### config.mk
export PLATFORM = sky130hd
export DESIGN_NAME = line_req_issuer
export DESIGN_NICKNAME = d
export VERILOG_FILES = /design/src/hdl/cache_bus_pkg.sv /design/src/hdl/line_req_issuer.sv
export SDC_FILE = /design/constraint.sdc
export NUM_CORES = 1
export LEC_CHECK = 0
export BUFFER_PORTS_ARGS = -buffer_cell sky130_fd_sc_hd__clkbuf_2
export CORE_AREA = 2 2 448 450
export DETAILED_ROUTE_END_ITERATION = 8
export DIE_AREA = 0 0 450 452
export SETUP_SLACK_MARGIN = 0.05
export SYNTH_ARGS = -nofsm -noshare
export SYNTH_HDL_FRONTEND = slang
export SYNTH_SLANG_ARGS = --single-unit
### constraint.sdc
create_clock -name clk -period 1.06 [get_ports clk]
set_input_delay 0.159 -clock clk [delete_from_list [all_inputs] [get_ports clk]]
set_output_delay 0.159 -clock clk [all_outputs]
set_load 0.005 [all_outputs]
### src/hdl/cache_bus_pkg.sv
/* shared sizes, bus encodings and flash region decode for the cache line port,
   plus the cache line union and the queued line request struct */
package cache_bus_pkg;

  // line and address geometry
  localparam int LINE_BITS   = 512;
  localparam int ADDR_BITS   = 64;
  localparam int FLASH_BEATS = 16;  // word beats per flash line
  localparam int FIFO_DEPTH  = 4;

  // top nibble of a 32-bit address that selects flash
  localparam logic [3:0] FLASH_REGION = 4'h3;

  // bus size codes
  localparam logic [2:0] SIZE_WORD  = 3'd2;
  localparam logic [2:0] SIZE_DWORD = 3'd3;

  // block counts, value is blocks minus one
  localparam logic [7:0] BLKS_BURST  = 8'd7;
  localparam logic [7:0] BLKS_SINGLE = 8'd0;

  // a line is read as one wide word or as word slices for flash
  typedef union packed {
    logic [LINE_BITS-1:0]                                raw;
    logic [FLASH_BEATS-1:0][LINE_BITS/FLASH_BEATS-1:0]   words;
  } line_u;

  // one queued line request
  typedef struct packed {
    logic                 op;        // 0 read, 1 write
    logic                 is_flash;
    logic [ADDR_BITS-1:0] addr;      // aligned
    line_u                wdata;
  } line_req_t;

endpackage

### src/hdl/line_req_issuer.sv
/* request issuer: captures the cache strobe, decodes the flash region
   and aligns the line address */
`timescale 1ns/100ps

module line_req_issuer
  import cache_bus_pkg::*;
(
  input  logic                 clk,
  input  logic                 rst,

  // cache side
  input  logic                 i_req,    // one-cycle strobe
  input  logic                 i_op,     // 0 read, 1 write
  input  logic [ADDR_BITS-1:0] i_addr,
  input  logic [LINE_BITS-1:0] i_wdata,

  // to the request queue
  output logic                 o_push,
  output line_req_t            o_req
);

  logic                 flash;
  logic [ADDR_BITS-1:0] aligned_addr;

  // region decode done once here, the engine only looks at is_flash
  assign flash = (i_addr[31:28] == FLASH_REGION);

  always_comb begin
    if (flash) begin
      aligned_addr = i_addr & ~ADDR_BITS'(4'h3);   // word aligned
    end else begin
      aligned_addr = i_addr & ~ADDR_BITS'(8'h3f);  // line aligned
    end
  end

  // push strobe follows i_req by one cycle
  always_ff @(posedge clk) begin
    if (rst) begin
      o_push <= 1'b0;
    end else begin
      o_push <= i_req;
    end
  end

  // request payload, only loaded on a strobe
  always_ff @(posedge clk) begin
    if (i_req) begin
      o_req.op        <= i_op;
      o_req.is_flash  <= flash;
      o_req.addr      <= aligned_addr;
      o_req.wdata.raw <= i_wdata;
    end
  end

endmodule

==> out/results.ini <==
[status]
status = complete, but fails checks
violations = setup timing

[worst_setup_path]
start_kind = flip-flop
crit_path_cell_trace = clkbuf_2
crit_arrival_ns = 1.41
cp_max_fo = 1
max_stage_delay_ns = 0.54
crit_buf_inv = 1
required_ns = 0.90
path_class = flip-flop to output pin
cp_top_family = flip-flops
endpoint_kind = output pin
slowest_stage = edfxtp_1

[clocking]
clockBufferDepth = 3
post-cts-setup-buffers = 0
cts_root_buf = clkbuf_16
clk_pin_slew_worst_paths_ns = 0.06
numCtsBuffers = 73
cts_tree = yes
htreeDepth = 3
cts.sinks = 577

[pwr]
internal_power_mw = 45.6
sequentialPowerShare = 0.458
p_comb_frac = 0.143
power.total_mw = 62.0
p_switching_mw = 16.4
p_per_area_nw_per_um2 = 1660
switching_share = 0.264
leakage_nw = 15.0
ir_drop_uv = 1140
p_clk_frac = 0.399

[global_routing]
grt_pass1_wl_um = 189000
grt_max_degree = 38
grt_usage = 0.149
grt_overflow_total = 0
antenna_found_initial = 163
first_global_vias = 15700

[drt]
wl_met3_um = 18600
drc = 0
postRouteAntennaNets = 0
drt-initial-drc-count = 1365
wl_um = 158000
wl_per_cell_um = 30.5
viasPerCell = 2.96
drt_first_pass_iters = 5
wl_met1_um = 59100
route.met2.wl_um = 75000
vias = 15300
highest_layer = met5

[die]
die_h_um = 452
rows = 164
start_util = 0.0875
die-area_um2 = 203000
die_x_um = 450
ios = 1159
core_um2 = 199000

[timing]
min_period_over_period = 1.48
finalSetupViolations = 589
max_freq_ghz = 0.639
tightest_slew_ns = 0.806
fin_crit_ns = 1.57
finalSetupTns_ns = -189.60
timing.hold.ws_ns = 0.0816
fin_ws_ns = -0.506
timing.final.max_slew_violations = 0
hold_violations = 0
slew_headroom = 0.461
rsz0062_at_grt = yes

[place]
place_hpwl_um = 137000
dp_slack_ns = -0.153
io_buffers = 1154
gp_congestion = 0.942

[layout]
drive_gt1_frac = 0.527
syn2layout_area_growth_pct = 114
fin_util = 0.188
nNetsFinal = 3025

[logic_synthesis]
yosys.area_share.simple = 0.00281
synth_area_leaders = edfxtp_1, and2_2, dfxtp_1, buf_4, and4bb_2
syn_inst = 586
synth_top_area_frac = 0.995
synth_warnings = 0
synthAdderAreaFrac = 0
synth_top_family_by_area = simple AND/OR/NAND/NOR gates
synth_cell_types = 7
synth_mux_area_frac = 0
avgSynthCellArea_um2 = 29.7
synth_compound_area_frac = 0
synthXorXnorAreaFrac = 0
synth_top_cell_by_area = edfxtp_1
ys_seq_elements = 577
netlist_area_um2 = 17400
yosysSeqAreaShare = 0.996

[job]
maxCapViolCount = 0

[min_path]
hp-class = input pin to flip-flop

==> registers in the layout, summed over array words and instances, names as in the netlist <==
register	flops
o_push	1
o_req	576
==> synthesized netlist by cell type <==
master    count
and2_2        4
buf_4         2
conb_1        1
edfxtp_1    576
nor2b_1       1
dfxtp_1       1
and4bb_2      1
==> layer usage <==
| metal | vias up | track usage |
|---|---|---|
| met2 | 1209 | 0.248 |
| met5 | - | 0 |
| met3 | 378 | 0.0703 |
| met4 | 8 | 0.0400 |
| li1 | 6162 | - |
| met1 | 7567 | 0.172 |
==> what timing repair did <==
item                                    in CTS  in global routing
resized for setup                          336                292
endpoints found under the hold margin      643                  0
pin swaps                                    0                  0
hold buffers                               579                  0
endpoints found under the setup margin     577                894
==> power groups by stage <==
stage	logic, mW	clock network [mW]	registers (mW)
4_1_cts	8.79	25.6	28.3
3_3_place_gp	5.81	0	28.7
3_5_place_dp	5.78	0	28.7
6_report	8.86	24.7	28.4
5_1_grt	9.38	26.4	28.5
2_1_floorplan	0.0125	0	28.3
==> placed cells by master (no fill, tap or decap), drive strengths merged <==
cell type,synthesis,routed
nor2b,1,1
diode,0,24
conb,1,2
clkinvlp,0,8
clkinv,0,27
and2,4,4
and4bb,1,1
buf,2,210
dlygate4sd3,0,578
dfxtp,1,1
edfxtp,576,576
clkbuf,0,1083
bufinv,0,4
inv,0,4
==> stage by stage <==
stage | instances | cell area (um^2)
finish | 5179 | 37300
global route | 5166 | 37200
CTS | 5155 | 36700
detailed placement | 4448 | 27200
global placement | 4448 | 27200
floorplan | 587 | 17400
==> worst paths after layout <==
kind | end | slack, ns | startpoint | depth (start not counted)
min | o_req[70] | 0.08 | i_req | 3
max | o_req[551] | -0.51 | o_req[551] | 1
==> layout make-up <==
cell class	instances	area, um^2
Antenna cell	24	60.1
Clock buffer	86	1900
Clock inverter	43	425
Fill cell	21600	161000
Multi-Input combinational cell	8	56.3
Sequential cell	577	17300
Tap cell	2656	3320
Timing Repair Buffer	1785	14200
==> cell families after synthesis <==
family,Yosys count
buffers and inverters,2
DFF,577
other,1
and+or+nand+nor,6
No activity file was read; power rests on OpenSTA's default activity.
