`src/hdl/cache_bus_pkg.sv`:
```
/* shared sizes, bus encodings and flash region decode for the cache line port,
   plus the cache line union and the queued line request struct */
package cache_bus_pkg;

  // line and address geometry
  localparam int LINE_BITS   = 512;
  localparam int ADDR_BITS   = 64;
  localparam int FLASH_BEATS = 16;  // word beats per flash line
  localparam int FIFO_DEPTH  = 4;

  // top nibble of a 32-bit address that selects flash
  localparam logic [3:0] FLASH_REGION = 4'h3;

  // bus size codes
  localparam logic [2:0] SIZE_WORD  = 3'd2;
  localparam logic [2:0] SIZE_DWORD = 3'd3;

  // block counts, value is blocks minus one
  localparam logic [7:0] BLKS_BURST  = 8'd7;
  localparam logic [7:0] BLKS_SINGLE = 8'd0;

  // a line is read as one wide word or as word slices for flash
  typedef union packed {
    logic [LINE_BITS-1:0]                                raw;
    logic [FLASH_BEATS-1:0][LINE_BITS/FLASH_BEATS-1:0]   words;
  } line_u;

  // one queued line request
  typedef struct packed {
    logic                 op;        // 0 read, 1 write
    logic                 is_flash;
    logic [ADDR_BITS-1:0] addr;      // aligned
    line_u                wdata;
  } line_req_t;

endpackage

```
`src/hdl/line_req_fifo.sv`:
```
/* four-entry circular request queue between issuer and transfer engine,
   with an early busy level for the cache side */
`timescale 1ns/100ps

module line_req_fifo
  import cache_bus_pkg::*;
(
  input  logic      clk,
  input  logic      rst,

  input  logic      i_push,
  input  line_req_t i_req,

  input  logic      i_pop,
  output line_req_t o_req,        // head entry
  output logic      o_not_empty,
  output logic      o_busy
);

  line_req_t                       mem [FIFO_DEPTH];
  logic [$clog2(FIFO_DEPTH)-1:0]   wr_ptr;
  logic [$clog2(FIFO_DEPTH)-1:0]   rd_ptr;
  logic [$clog2(FIFO_DEPTH):0]     count;
  logic                            full;
  logic                            do_push;
  logic                            do_pop;

  assign full        = (count == FIFO_DEPTH);
  assign o_not_empty = (count != 0);
  // one slot kept back for a request still in the issuer
  assign o_busy      = (count >= FIFO_DEPTH - 1);

  assign do_push = i_push && !full;
  assign do_pop  = i_pop && o_not_empty;

  assign o_req = mem[rd_ptr];

  always_ff @(posedge clk) begin
    if (do_push) begin
      mem[wr_ptr] <= i_req;
    end
  end

  always_ff @(posedge clk) begin
    if (rst) begin
      wr_ptr <= '0;
      rd_ptr <= '0;
      count  <= '0;
    end else begin
      if (do_push) wr_ptr <= wr_ptr + 1'b1;  // wraps at depth
      if (do_pop)  rd_ptr <= rd_ptr + 1'b1;
      unique case ({do_push, do_pop})
        2'b10:   count <= count + 1'b1;
        2'b01:   count <= count - 1'b1;
        default: count <= count;
      endcase
    end
  end

endmodule

```
`config.mk`:
```
export PLATFORM = sky130hd
export DESIGN_NAME = line_req_fifo
export DESIGN_NICKNAME = d
export VERILOG_FILES = /design/src/hdl/cache_bus_pkg.sv /design/src/hdl/line_req_fifo.sv
export SDC_FILE = /design/constraint.sdc
export NUM_CORES = 1
export LEC_CHECK = 0
export ABC_CLOCK_PERIOD_IN_PS = 22100
export BUFFER_PORTS_ARGS = -buffer_cell sky130_fd_sc_hd__buf_2
export CAP_MARGIN = 10
export CORE_MARGIN = 2
export CORE_UTILIZATION = 40
export DETAILED_ROUTE_END_ITERATION = 8
export MAX_ROUTING_LAYER = met4
export PLACE_DENSITY = 0.63
export SLEW_MARGIN = 20
export SYNTH_ARGS = -nofsm -noshare
export SYNTH_HDL_FRONTEND = slang
export SYNTH_SLANG_ARGS = --single-unit
```
`constraint.sdc`:
```
create_clock -name clk -period 22.1 [get_ports clk]
set_input_delay 4.42 -clock clk [delete_from_list [all_inputs] [get_ports clk]]
set_output_delay 4.42 -clock clk [all_outputs]
set_load 0.1 [all_outputs]
```
==> flow_summary.ini <==
[status]
outcome = complete, no violations

[worst_setup_path]
path_buf_inv = 5
worstReg2RegStart = count[1]
cp_top_family = buffers and inverters
worstSetupPathType = reg -> out
worst_setup_path_end_kind = primary output
cp-start-kind = flop
worstPathArrival_ns = 6.15
critPathRequiredTime_ns = 17.68
cp_slowest_cell = buf_4
crit_chain = buf_12 -> buf_4 -> buf_4 -> buf_12 -> mux4_2 -> buf_2
critical_path_peak_fanout = 109
cpPeakStageDelay_ns = 0.84

[cells_and_area]
num-fill-cells = 16645
layout_common_cells = 2312 x edfxtp_1, 1161 x buf_2, 578 x mux4_2
nNetsFinal = 4963
drive_gt1_share_pct = 45.9
syn_to_final_growth_pct = 19.4
mostFrequentLayoutCell = edfxtp_1

[sta]
tns_ns = 0
slew_violations = 0
period_needed_ns = 10.57
worst_clock_skew_ns = 0.0548
grt_setup_unrepaired = no
worst_slew_pin_slew_ns = 1.24
hold_viol_final = 0
setup-violations-final = 0
finalCritPeriodShare_pct = 47.8
timing.fmax_ghz = 0.0946
whs_ns = 0.518
finalWorstSetupSlack_ns = 11.53
max_slew_margin_pct = 17.6

[routing]
wl_per_cell_um = 27.2
drc = 0
via_count = 38608
drt-vias-per-instance = 5.19
routed_wl_mm = 202
drtIter0Drc = 3745
antenna_left = 0
first_pass_iters = 6

[pwr]
pwr_density_cell_nw_per_um2 = 152
p_leak_nw = 32.7
vdd_drop_max_v = 0.000114
power_mw = 15.1

[floorplan]
die_area_um2 = 213000
coreArea_um2 = 207000
die_h_um = 461
start_util_pct = 40.3
rows = 167
io_pins = 1162
die_width_um = 461

[global_routing]
grt_pass1_wl_mm = 283
grt_pass1_vias = 39042
antenna_found_initial = 149
gr-total-overflow = 0
grt_max_degree = 153
grt_usage_pct = 19.0

[logic_synthesis]
avgSynthCellArea_um2 = 27.2
yosys-top-cells-area = edfxtp_1 83%, mux4_2 16%, buf_4 0.45%
synth_top_area_share_pct = 83.0
ys_types = 24
synth_fp_nets = 3658
yosysSeqAreaShare_pct = 83.2
synthCells = 3070
synth-seq-cells = 2321
synth_largest_area_cell = edfxtp_1
syn_area_um2 = 83600
synth_warnings = 0

[clocking]
ctsHoldBuffers = 0
cts_resized = 0
cts_made_buffers = 225
h-tree-depth = 4
cts.sinks = 2321
clk_path_buf_depth = 3
clock_latency_ns = 0.86
cts_setup_buffers = 0
root_buffer = clkbuf_16
clkTransAtPathRegs_ns = 0.06
cts_tree = yes

[hold_path]
min_path_type = reg -> reg
holdCritStartpoint = wr_ptr[1]

[job]
drv_cap = 0

[place]
dp_hpwl_mm = 133
portBuffers = 1161
place_ws_ns = 12.27
gp_congestion = 0.830
==> worst paths after layout <==
| check | endpoint | slack [ns] | depth (start not counted) |
|---|---|---|---|
| hold reg to reg | wr_ptr[1] | 0.52 | 2 |
| setup / recovery | o_req[523] | 11.53 | 6 |
| setup reg to reg | mem[3][485] | 16.62 | 7 |
| hold / removal | wr_ptr[1] | 0.52 | 2 |
==> metal layers <==
layer / track usage, % / routed length (um) / vias to the layer above
met5: - / 0 / -
met4: 5.73 / 5540 / 0
met3: 7.70 / 22300 / 388
met2: 29.5 / 98300 / 1669
met1: 22.7 / 75900 / 20351
li1: - / - / 16200
==> through the flow <==
stage,std cells,area (um^2),util [%]
after global placement,6936,92700,44.7
after global routing,7419,99800,48.1
after floorplan,3070,83600,-
after detailed placement,6936,92700,44.7
after CTS,7343,99700,48.0
final,7434,99900,48.1
==> cell usage after synthesis <==
cell and count:
mux4_2 578, a21o_1 1, and2_1 4, o311ai_0 1
a21oi_1 2, buf_2 38, mux2_2 1, nor2_1 8
buf_6 1, clkbuf_1 40, inv_1 7, mux2i_1 1
o21ai_0 1, xnor2_1 1, nand2b_1 2, xor2_1 3
edfxtp_1 2312, or3_1 2, ha_1 5, fa_1 1
buf_4 50, dfxtp_1 9, o31a_1 1, a31oi_1 1
==> report_power, final <==
group / switching (mW) / total (mW) / leakage (nW) / internal [mW]
combinational: 4.94 / 6.12 / 8.00 / 1.18
sequential: 0.105 / 5.41 / 21.3 / 5.31
clock: 1.59 / 3.60 / 3.39 / 2.01
==> tightest hold or removal path, cell delays in order (launching register included) <==
cell      delay [ns]
dfxtp_1         0.34
nand2b_1        0.08
mux2i_1         0.06
==> state kept, by name, indices dropped and copies added, names as in the netlist, named ones only <==
| register | flops |
|---|---|
| rd_ptr | 2 |
| count | 3 |
| mem | 2312 |
| wr_ptr | 2 |
==> logic make-up (layout without fill, tap and decap cells) <==
family	after synthesis	after routing	share of synthesized area, %
AOI/OAI and AO/OA	7	7	0.0554
adders and majority gates	6	6	0.0987
buffers and inverters	136	1621	0.901
muxes	580	580	15.6
other	0	91	0
DFF	2321	2321	83.2
xor gates and xnor gates	4	4	0.0419
and+or+nand+nor	16	16	0.0957
==> area by class of cell <==
type	instances	area, um^2	area share, %
clock inverters	130	1000	1.00
inverters	7	26.3	0.0263
clock buffers	277	5930	5.94
flip-flops and latches	2321	69600	69.7
multi-input cells	613	13300	13.3
diodes	91	228	0.228
repair buffers	1207	6310	6.31
well taps	2788	3490	3.49
(Power assumes the default switching activity.)
